$ cat src/hdl/rename_commit_consts.svh
`ifndef RENAME_COMMIT_CONSTS_SVH
`define RENAME_COMMIT_CONSTS_SVH

// dispatch and retire width, the pair logic assumes two lanes
`define RC_NUM_SUPER 2

// reorder buffer entries
`define RC_NUM_ROB 16

// register counts, free list depth is the difference
`define RC_NUM_ARCH 32
`define RC_NUM_PHYS 48

`endif

$ cat src/hdl/rename_commit_pkg.sv
`default_nettype none

`include "rename_commit_consts.svh"

package rename_commit_pkg;

  // architectural register number
  typedef logic [$clog2(`RC_NUM_ARCH)-1:0] arch_idx_t;

  // physical register tag
  typedef logic [$clog2(`RC_NUM_PHYS)-1:0] tag_t;

  // slot in the reorder buffer
  typedef logic [$clog2(`RC_NUM_ROB)-1:0] rob_idx_t;

  // one reorder buffer slot
  typedef struct packed {
    logic      valid;
    logic      complete;
    logic      halt;
    logic      illegal;
    arch_idx_t dest;
    tag_t      tag;
    tag_t      told;
  } rob_entry_t;

  // draining waits for the older entries to retire after a rollback
  typedef enum logic {
    running,
    draining
  } recovery_state_e;

endpackage

`default_nettype wire

$ cat src/hdl/free_list.sv
`timescale 1ns/10ps
`default_nettype none

`include "rename_commit_consts.svh"

module free_list (
  input  logic                                         clock,
  input  logic                                         reset,
  input  logic                                         pop,
  output rename_commit_pkg::tag_t [`RC_NUM_SUPER-1:0]  pop_tag,
  output logic                                         has_pair,
  input  logic [`RC_NUM_SUPER-1:0]                     push_en,
  input  rename_commit_pkg::tag_t [`RC_NUM_SUPER-1:0]  push_tag,
  input  logic                                         refill
);

  localparam int depth = `RC_NUM_PHYS - `RC_NUM_ARCH;
  localparam int ptr_w = $clog2(depth);

  rename_commit_pkg::tag_t queue [depth];

  logic [ptr_w-1:0] rd_ptr, rd_ptr_1;
  logic [ptr_w-1:0] wr_ptr, wr_ptr_1;
  logic [ptr_w:0]   count;
  logic [ptr_w:0]   n_push, n_pop;

  // next two tags always on offer
  assign rd_ptr_1   = rd_ptr + 1'b1;
  assign pop_tag[0] = queue[rd_ptr];
  assign pop_tag[1] = queue[rd_ptr_1];
  assign has_pair   = (count >= 2);

  // lane 1 lands after lane 0 when both push
  assign wr_ptr_1 = wr_ptr + ptr_w'(push_en[0]);
  assign n_push   = (ptr_w+1)'(push_en[0]) + (ptr_w+1)'(push_en[1]);
  assign n_pop    = pop ? (ptr_w+1)'(2) : '0;

  always_ff @(posedge clock) begin
    if (reset) begin
      // tags above the identity mapping start out free
      for (int i = 0; i < depth; i++) begin
        queue[i] <= rename_commit_pkg::tag_t'(`RC_NUM_ARCH + i);
      end
      rd_ptr <= '0;
      wr_ptr <= '0;
      count  <= (ptr_w+1)'(depth);
    end else if (refill) begin
      // the buffer is empty here, so nothing is pushed or popped
      rd_ptr <= wr_ptr;
      count  <= (ptr_w+1)'(depth);
    end else begin
      if (push_en[0]) begin
        queue[wr_ptr] <= push_tag[0];
      end
      if (push_en[1]) begin
        queue[wr_ptr_1] <= push_tag[1];
      end
      wr_ptr <= wr_ptr + n_push[ptr_w-1:0];
      rd_ptr <= rd_ptr + n_pop[ptr_w-1:0];
      count  <= count + n_push - n_pop;
    end
  end

endmodule

`default_nettype wire

$ cat src/hdl/register_maps.sv
`timescale 1ns/10ps
`default_nettype none

`include "rename_commit_consts.svh"

module register_maps (
  input  logic                                             clock,
  input  logic                                             reset,
  input  logic                                             rename_en,
  input  rename_commit_pkg::arch_idx_t [`RC_NUM_SUPER-1:0] rename_dest,
  input  rename_commit_pkg::tag_t [`RC_NUM_SUPER-1:0]      rename_tag,
  output rename_commit_pkg::tag_t [`RC_NUM_SUPER-1:0]      old_tag,
  input  logic [`RC_NUM_SUPER-1:0]                         commit_en,
  input  rename_commit_pkg::arch_idx_t [`RC_NUM_SUPER-1:0] commit_dest,
  input  rename_commit_pkg::tag_t [`RC_NUM_SUPER-1:0]      commit_tag,
  input  logic                                             restore
);

  // speculative map, looked up at dispatch
  rename_commit_pkg::tag_t spec_map [`RC_NUM_ARCH];

  // architectural map, written at retirement
  rename_commit_pkg::tag_t arch_map [`RC_NUM_ARCH];

  logic same_dest;

  assign same_dest = (rename_dest[1] == rename_dest[0]);

  // lane 1 sees lane 0's new tag when both write one register
  assign old_tag[0] = spec_map[rename_dest[0]];
  assign old_tag[1] = same_dest ? rename_tag[0] : spec_map[rename_dest[1]];

  always_ff @(posedge clock) begin
    if (reset) begin
      for (int r = 0; r < `RC_NUM_ARCH; r++) begin
        spec_map[r] <= rename_commit_pkg::tag_t'(r);
      end
    end else if (restore) begin
      spec_map <= arch_map;
    end else if (rename_en) begin
      // later assignment wins, so lane 1 takes a shared destination
      spec_map[rename_dest[0]] <= rename_tag[0];
      spec_map[rename_dest[1]] <= rename_tag[1];
    end
  end

  always_ff @(posedge clock) begin
    if (reset) begin
      for (int r = 0; r < `RC_NUM_ARCH; r++) begin
        arch_map[r] <= rename_commit_pkg::tag_t'(r);
      end
    end else begin
      if (commit_en[0]) begin
        arch_map[commit_dest[0]] <= commit_tag[0];
      end
      // younger retirement overrides on equal destinations
      if (commit_en[1]) begin
        arch_map[commit_dest[1]] <= commit_tag[1];
      end
    end
  end

endmodule

`default_nettype wire

$ cat src/hdl/reorder_buffer.sv
`timescale 1ns/10ps
`default_nettype none

`include "rename_commit_consts.svh"

module reorder_buffer (
  input  logic                                             clock,
  input  logic                                             reset,
  input  logic                                             dispatch_fire,
  input  rename_commit_pkg::arch_idx_t [`RC_NUM_SUPER-1:0] dest_idx,
  input  logic [`RC_NUM_SUPER-1:0]                         halt,
  input  logic [`RC_NUM_SUPER-1:0]                         illegal,
  input  rename_commit_pkg::tag_t [`RC_NUM_SUPER-1:0]      new_tag,
  input  rename_commit_pkg::tag_t [`RC_NUM_SUPER-1:0]      old_tag,
  output logic                                             has_room,
  output rename_commit_pkg::rob_idx_t [`RC_NUM_SUPER-1:0]  rob_idx,
  input  logic [`RC_NUM_SUPER-1:0]                         complete_en,
  input  rename_commit_pkg::rob_idx_t [`RC_NUM_SUPER-1:0]  complete_idx,
  input  logic                                             rollback_en,
  input  rename_commit_pkg::rob_idx_t                      rollback_idx,
  output logic [`RC_NUM_SUPER-1:0]                         retire_en,
  output rename_commit_pkg::arch_idx_t [`RC_NUM_SUPER-1:0] retire_dest,
  output rename_commit_pkg::tag_t [`RC_NUM_SUPER-1:0]      retire_tag,
  output rename_commit_pkg::tag_t [`RC_NUM_SUPER-1:0]      retire_told,
  output logic                                             halt_out,
  output logic                                             illegal_out,
  output logic                                             recovering,
  output logic                                             recover
);

  localparam int cnt_w = $clog2(`RC_NUM_ROB) + 1;

  rename_commit_pkg::rob_entry_t      rob [`RC_NUM_ROB];
  rename_commit_pkg::rob_entry_t      new_entry [`RC_NUM_SUPER];
  rename_commit_pkg::recovery_state_e state;

  rename_commit_pkg::rob_idx_t head, head_1, tail, tail_1;
  rename_commit_pkg::rob_idx_t rollback_1, squash_cnt;

  logic [cnt_w-1:0] count, count_next;
  logic [cnt_w-1:0] n_retire;
  logic             rollback_ok, write_tail;

  assign head_1 = head + 1'b1;
  assign tail_1 = tail + 1'b1;

  assign rob_idx[0] = tail;
  assign rob_idx[1] = tail_1;

  // pair needs two free slots, none reused from this cycle's retirement
  assign has_room   = (state == rename_commit_pkg::running) && (count <= `RC_NUM_ROB - 2);
  assign recovering = (state == rename_commit_pkg::draining);
  assign recover    = recovering && (count == '0);

  // in order, lane 1 only behind lane 0
  assign retire_en[0] = rob[head].valid & rob[head].complete;
  assign retire_en[1] = retire_en[0] & rob[head_1].valid & rob[head_1].complete;

  assign retire_dest[0] = rob[head].dest;
  assign retire_dest[1] = rob[head_1].dest;
  assign retire_tag[0]  = rob[head].tag;
  assign retire_tag[1]  = rob[head_1].tag;
  assign retire_told[0] = rob[head].told;
  assign retire_told[1] = rob[head_1].told;

  assign halt_out    = (retire_en[0] & rob[head].halt) | (retire_en[1] & rob[head_1].halt);
  assign illegal_out = (retire_en[0] & rob[head].illegal) |
                       (retire_en[1] & rob[head_1].illegal);

  // rollback on an entry still in flight
  assign rollback_ok = rollback_en & rob[rollback_idx].valid;
  assign rollback_1  = rollback_idx + 1'b1;
  // entries between the rollback point and the tail
  assign squash_cnt  = tail - rollback_1;

  // a pair dispatched alongside a rollback is younger, so it is dropped
  assign write_tail = dispatch_fire & ~rollback_ok;

  assign n_retire = cnt_w'(retire_en[0]) + cnt_w'(retire_en[1]);

  always_comb begin
    for (int i = 0; i < `RC_NUM_SUPER; i++) begin
      new_entry[i].valid    = 1'b1;
      // halt and illegal never execute
      new_entry[i].complete = halt[i] | illegal[i];
      new_entry[i].halt     = halt[i];
      new_entry[i].illegal  = illegal[i];
      new_entry[i].dest     = dest_idx[i];
      new_entry[i].tag      = new_tag[i];
      new_entry[i].told     = old_tag[i];
    end
  end

  always_comb begin
    count_next = count - n_retire;
    if (write_tail) begin
      count_next = count_next + cnt_w'(2);
    end
    if (rollback_ok) begin
      count_next = count_next - cnt_w'(squash_cnt);
    end
  end

  always_ff @(posedge clock) begin
    if (reset) begin
      for (int i = 0; i < `RC_NUM_ROB; i++) begin
        rob[i].valid    <= 1'b0;
        rob[i].complete <= 1'b0;
      end
      head  <= '0;
      tail  <= '0;
      count <= '0;
      state <= rename_commit_pkg::running;
    end else begin
      for (int i = 0; i < `RC_NUM_SUPER; i++) begin
        if (complete_en[i] && rob[complete_idx[i]].valid) begin
          rob[complete_idx[i]].complete <= 1'b1;
        end
      end

      if (retire_en[0]) begin
        rob[head].valid <= 1'b0;
      end
      if (retire_en[1]) begin
        rob[head_1].valid <= 1'b0;
      end

      if (write_tail) begin
        rob[tail]   <= new_entry[0];
        rob[tail_1] <= new_entry[1];
      end

      // squash from the slot after the rollback point, wrapping past the end
      if (rollback_ok) begin
        for (int i = 0; i < `RC_NUM_ROB; i++) begin
          if (rename_commit_pkg::rob_idx_t'(i - rollback_1) < squash_cnt) begin
            rob[i].valid <= 1'b0;
          end
        end
      end

      head  <= head + n_retire[cnt_w-2:0];
      count <= count_next;

      if (rollback_ok) begin
        tail <= rollback_1;
      end else if (write_tail) begin
        tail <= tail + 2'd2;
      end

      if (rollback_ok) begin
        state <= rename_commit_pkg::draining;
      end else if (recover) begin
        state <= rename_commit_pkg::running;
      end
    end
  end

endmodule

`default_nettype wire

$ cat src/hdl/rename_commit.sv
`timescale 1ns/10ps
`default_nettype none

`include "rename_commit_consts.svh"

module rename_commit (
  input  logic                                             clock,
  input  logic                                             reset,
  input  logic                                             dispatch_en,
  input  rename_commit_pkg::arch_idx_t [`RC_NUM_SUPER-1:0] dest_idx,
  input  logic [`RC_NUM_SUPER-1:0]                         halt,
  input  logic [`RC_NUM_SUPER-1:0]                         illegal,
  output logic                                             dispatch_ready,
  output rename_commit_pkg::tag_t [`RC_NUM_SUPER-1:0]      disp_tag,
  output rename_commit_pkg::rob_idx_t [`RC_NUM_SUPER-1:0]  disp_rob_idx,
  input  logic [`RC_NUM_SUPER-1:0]                         complete_en,
  input  rename_commit_pkg::rob_idx_t [`RC_NUM_SUPER-1:0]  complete_idx,
  input  logic                                             rollback_en,
  input  rename_commit_pkg::rob_idx_t                      rollback_idx,
  output logic [`RC_NUM_SUPER-1:0]                         retire_en,
  output rename_commit_pkg::arch_idx_t [`RC_NUM_SUPER-1:0] retire_dest,
  output rename_commit_pkg::tag_t [`RC_NUM_SUPER-1:0]      retire_tag,
  output rename_commit_pkg::tag_t [`RC_NUM_SUPER-1:0]      retire_told,
  output logic                                             halt_out,
  output logic                                             illegal_out,
  output logic                                             recovering
);

  rename_commit_pkg::tag_t [`RC_NUM_SUPER-1:0] old_tag;

  logic has_pair, has_room;
  logic dispatch_fire;
  logic recover;

  assign dispatch_ready = has_pair & has_room;
  assign dispatch_fire  = dispatch_en & dispatch_ready;

  // dispatch stage, tags out of the free list
  free_list free_list_i (
    .clock    (clock),
    .reset    (reset),
    .pop      (dispatch_fire),
    .pop_tag  (disp_tag),
    .has_pair (has_pair),
    .push_en  (retire_en),
    .push_tag (retire_told),
    .refill   (recover)
  );

  // renaming and commit of the mappings
  register_maps register_maps_i (
    .clock       (clock),
    .reset       (reset),
    .rename_en   (dispatch_fire),
    .rename_dest (dest_idx),
    .rename_tag  (disp_tag),
    .old_tag     (old_tag),
    .commit_en   (retire_en),
    .commit_dest (retire_dest),
    .commit_tag  (retire_tag),
    .restore     (recover)
  );

  // commit stage
  reorder_buffer reorder_buffer_i (
    .clock         (clock),
    .reset         (reset),
    .dispatch_fire (dispatch_fire),
    .dest_idx      (dest_idx),
    .halt          (halt),
    .illegal       (illegal),
    .new_tag       (disp_tag),
    .old_tag       (old_tag),
    .has_room      (has_room),
    .rob_idx       (disp_rob_idx),
    .complete_en   (complete_en),
    .complete_idx  (complete_idx),
    .rollback_en   (rollback_en),
    .rollback_idx  (rollback_idx),
    .retire_en     (retire_en),
    .retire_dest   (retire_dest),
    .retire_tag    (retire_tag),
    .retire_told   (retire_told),
    .halt_out      (halt_out),
    .illegal_out   (illegal_out),
    .recovering    (recovering),
    .recover       (recover)
  );

endmodule

`default_nettype wire

$ cat config.mk
export PLATFORM = sky130hd
export DESIGN_NAME = rename_commit
export DESIGN_NICKNAME = d
export VERILOG_FILES = /design/src/hdl/rename_commit_pkg.sv /design/src/hdl/free_list.sv /design/src/hdl/register_maps.sv /design/src/hdl/reorder_buffer.sv /design/src/hdl/rename_commit.sv
export VERILOG_INCLUDE_DIRS = /design/src /design/src/hdl
export SDC_FILE = /design/constraint.sdc
export NUM_CORES = 2
export LEC_CHECK = 0
export ABC_CLOCK_PERIOD_IN_PS = 10200
export BUFFER_PORTS_ARGS = -buffer_cell sky130_fd_sc_hd__buf_4
export CORE_MARGIN = 2
export CORE_UTILIZATION = 52
export CTS_CLUSTER_DIAMETER = 120
export DETAILED_ROUTE_END_ITERATION = 7
export GPL_ROUTABILITY_DRIVEN = 0
export GPL_TIMING_DRIVEN = 1
export PLACE_DENSITY = 0.69
export SLEW_MARGIN = 20
export SYNTH_ARGS = -nofsm -noshare
export SYNTH_HDL_FRONTEND = slang
export SYNTH_HIERARCHICAL = 1
export SYNTH_SLANG_ARGS = --single-unit
$ cat constraint.sdc
create_clock -name clock -period 10.2 [get_ports clock]
set_input_delay 1.53 -clock clock [delete_from_list [all_inputs] [get_ports clock]]
set_output_delay 1.53 -clock clock [all_outputs]
set_load 0.005 [all_outputs]
==> results by group <==
Power
  – Worst VDD drop: 0.154 mV
  – Lkg Pwr: 19.2 nW
  – PD cells: 178 nW/µm²

Global routing
  – Tot GR Track Use: 37.9%
  – Initial antenna violation count: 7
  – First-pass GRT wire length: 302,000 µm
  – Vias in the first global route: 45,600
  – Largest net degree at the start of global routing: 145
  – Congestion Overflow GR: 0

Route
  – Wire per inst: 31.4 µm
  – 1st-iter DRT viols: 8,447
  – Routed Antenna Nets: 0
  – Via count: 49,000
  – Drt drc: 9
  – DR vias/cell: 7.40
  – WL final: 208,000 µm
  – Drt first pass iters: 8

Synthesis
  – Post-synth EDFFs: 400
  – Ys flop type: dfxtp_1
  – Mux cell area share after synthesis: 19.1%
  – Synth Area in XOR/XNOR: 0.734%
  – Seq cells post-synth: 843
  – Main combinational cell family by area after synthesis: compound AO/OA/AOI/OAI gates
  – Synth Area in Simple Gates: 14.0%
  – Mapped Cells: 5,438
  – Syn_nets: 5,547
  – Synthesis Warnings: 6
  – Sequential-to-total area share from yosys stat: 38.8%
  – Post-synthesis compound-gate area fraction: 19.7%
  – Post-synth ARST share: 0%
  – Synthesized area: 53,900 µm²
  – Synth cell types: 103
  – Post-synthesis adder-cell area fraction: 1.88%
  – Post-Syn Area per Cell: 9.91 µm²

Clock tree
  – CTS tree: done
  – Worst-path clk slew: 0.06 ns
  – # Post-CTS Setup Buffers: 0
  – Root buffer cell: clkbuf_16
  – Worst-Skew Late Latency: 0.69 ns
  – CTS max path bufs: 3
  – TritonCTS sink count: 843
  – Post_cts resized: 0
  – Hold buffers post-CTS: 0
  – CTS Buf Count: 93
  – H-Tree Level Count: 3

STA
  – Tightest Pin Transition: 1.32 ns
  – Fin Clk Skew: 0.0439 ns
  – Final period util: 73.4%
  – Setup TNS: 0 ns
  – RSZ-0062 raised after global routing: false
  – Slew margin rel.: 12.0%
  – Setup-failing EPs final: 0
  – Slew Viols, Final: 0
  – Final hold vios: 0
  – Post-route minimum period: 7.49 ns
  – Max Fclk: 134 MHz

Critical path
  – Crit path required time: 8.67 ns
  – Crit Path Class: reg2out
  – Crit start category: flop
  – Worst endpoint data arrival time: 5.96 ns
  – Max Fanout on Critical Path: 43
  – Crit path launch: reorder_buffer_i/head[1]
  – Setup crit end kind: output port
  – RR Startpoint: reorder_buffer_i/head[1]

Floorplanning
  – I/O Pins: 92
  – Core Box Area: 103,000 µm²
  – Chip width: 326 µm
  – Initial core utilization: 52.2%
  – DIE HEIGHT: 326 µm
  – Row count: 118
  – Total die area: 106,000 µm²

Cells and area
  – Share of layout cells above drive strength 1: 17.3%
  – Register area: 20,900 µm²
  – Layout area overhead: 7.81%
  – Fin nets: 5,272
  – Cell area after layout: 58,100 µm²
  – FILL cells: 8,828
  – Multi-input gate area: 30,100 µm²

Run status
  – Status: finished with violations
  – Failing checks: design-rule violations

Job
  – Max-Cap Viols: 0

Worst hold path
  – Hold_sp: register_maps_i/arch_map[3]
  – HP Class: reg2reg

Place
  – Placed Area: 55,000 µm²
  – Port bufs: 91
  – Dpl hpwl: 130,000 µm
==> flip-flops by register name, summed over array words and instances (netlist names) <==
| name | count |
|---|---|
| free_list_i/count | 5 |
| free_list_i/queue | 96 |
| free_list_i/rd_ptr | 4 |
| free_list_i/wr_ptr | 4 |
| register_maps_i/arch_map | 192 |
| register_maps_i/spec_map | 192 |
| reorder_buffer_i/count | 5 |
| reorder_buffer_i/head | 4 |
| reorder_buffer_i/recovering | 1 |
| reorder_buffer_i/rob | 336 |
| reorder_buffer_i/tail | 4 |
==> cell families (layout without fill, tap and decap cells) <==
logic type,after synthesis,count (layout)
compound gates,1482,1482
xor+xnor,43,43
fa+ha+maj,78,78
buf+inv,755,555
flops,843,843
mux,619,619
other cells,0,6
simple gates,1618,1618
==> synthesized netlist by cell type (34+ instances only) <==
library cell | number | area, µm²
nor2b_1 | 34 | 213
mux4_2 | 309 | 6960
a31oi_1 | 42 | 263
nand2_1 | 613 | 2300
a221oi_1 | 123 | 1080
mux2i_1 | 222 | 2220
buf_2 | 109 | 546
nor3_1 | 64 | 320
a21oi_1 | 234 | 1170
ha_1 | 72 | 901
a311oi_1 | 74 | 648
inv_1 | 158 | 593
buf_1 | 54 | 203
nor2_1 | 360 | 1350
o21ai_1 | 58 | 290
a211o_1 | 80 | 701
dfxtp_1 | 443 | 8870
o22ai_1 | 60 | 375
o21ai_0 | 262 | 1310
and3_1 | 37 | 231
o211ai_1 | 34 | 255
mux2_2 | 80 | 901
a221o_1 | 34 | 340
a22o_1 | 193 | 1690
clkbuf_1 | 399 | 1500
edfxtp_1 | 400 | 12000
nand3_1 | 291 | 1460
a211oi_1 | 89 | 668
==> final timing paths <==
kind / end / slack (ns) / cells past startpoint
hold reg to reg: register_maps_i/spec_map[3] / 0.45 / 1
setup reg to reg: register_maps_i/arch_map[84] / 3.35 / 13
hold / removal: register_maps_i/spec_map[3] / 0.45 / 1
setup / recovery: retire_tag[9] / 2.71 / 10
==> cells in the final DEF (no fill, tap or decap), types with 60 or more instances in the layout <==
cell,count
dfxtp_1,438
mux4_2,309
nor3_1,62
a221oi_1,123
a211o_1,80
o21ai_0,258
inv_1,158
nand3_1,290
o22ai_1,60
a21oi_1,227
nor2_1,354
ha_1,71
a22o_1,193
a311oi_1,74
clkbuf_16,96
buf_4,219
mux2i_1,222
mux2_2,80
nand2_1,613
edfxtp_1,400
a211oi_1,89
==> where the power goes <==
part           switching, mW  internal (mW)
Combinational           2.14          0.952
Clock                   1.46           1.93
Sequential             0.158           3.70
Total                   3.76           6.58
==> final cells by class <==
class,count,share of cell area (%)
multi-input cells,3840,51.9
flip-flops and latches,843,36.0
clock buffers,130,4.55
well taps,1380,2.97
repair buffers,222,2.91
inverters,163,1.06
clock inverters,40,0.603
diodes,6,0.0259
==> metrics by stage <==
step	std cells	hold WS, ns	utilization [%]	setup WS [ns]	power (mW)
global route	6620	0.483	56.3	2.40	10.6
detailed placement	6447	0.451	53.3	3.36	6.85
global placement	6447	0.449	53.3	3.38	6.80
CTS	6617	0.462	56.2	2.66	10.2
floorplan	5438	0.436	-	4.48	5.74
finish	6624	0.446	56.3	2.71	10.3
==> critical path, cell delays in order, from the launching register on <==
cell	delay, ns
dfxtp_4	0.77
buf_4	0.68
inv_2	0.29
ha_4	0.88
buf_4	0.74
mux4_2	0.59
and2_1	0.17
a211oi_1	0.36
a31oi_4	0.04
buf_4	0.37
buf_4	0.24
==> per-layer routing <==
metal | GRT usage, % | vias up | part of all wire (%)
li1 | - | 20200 | -
met1 | 49.6 | 23700 | 36
met2 | 54.8 | 4278 | 42
met3 | 13.4 | 864 | 16
met4 | 20.2 | 12 | 6.3
met5 | 1.38 | - | 0.12
(Power assumes the default switching activity.)
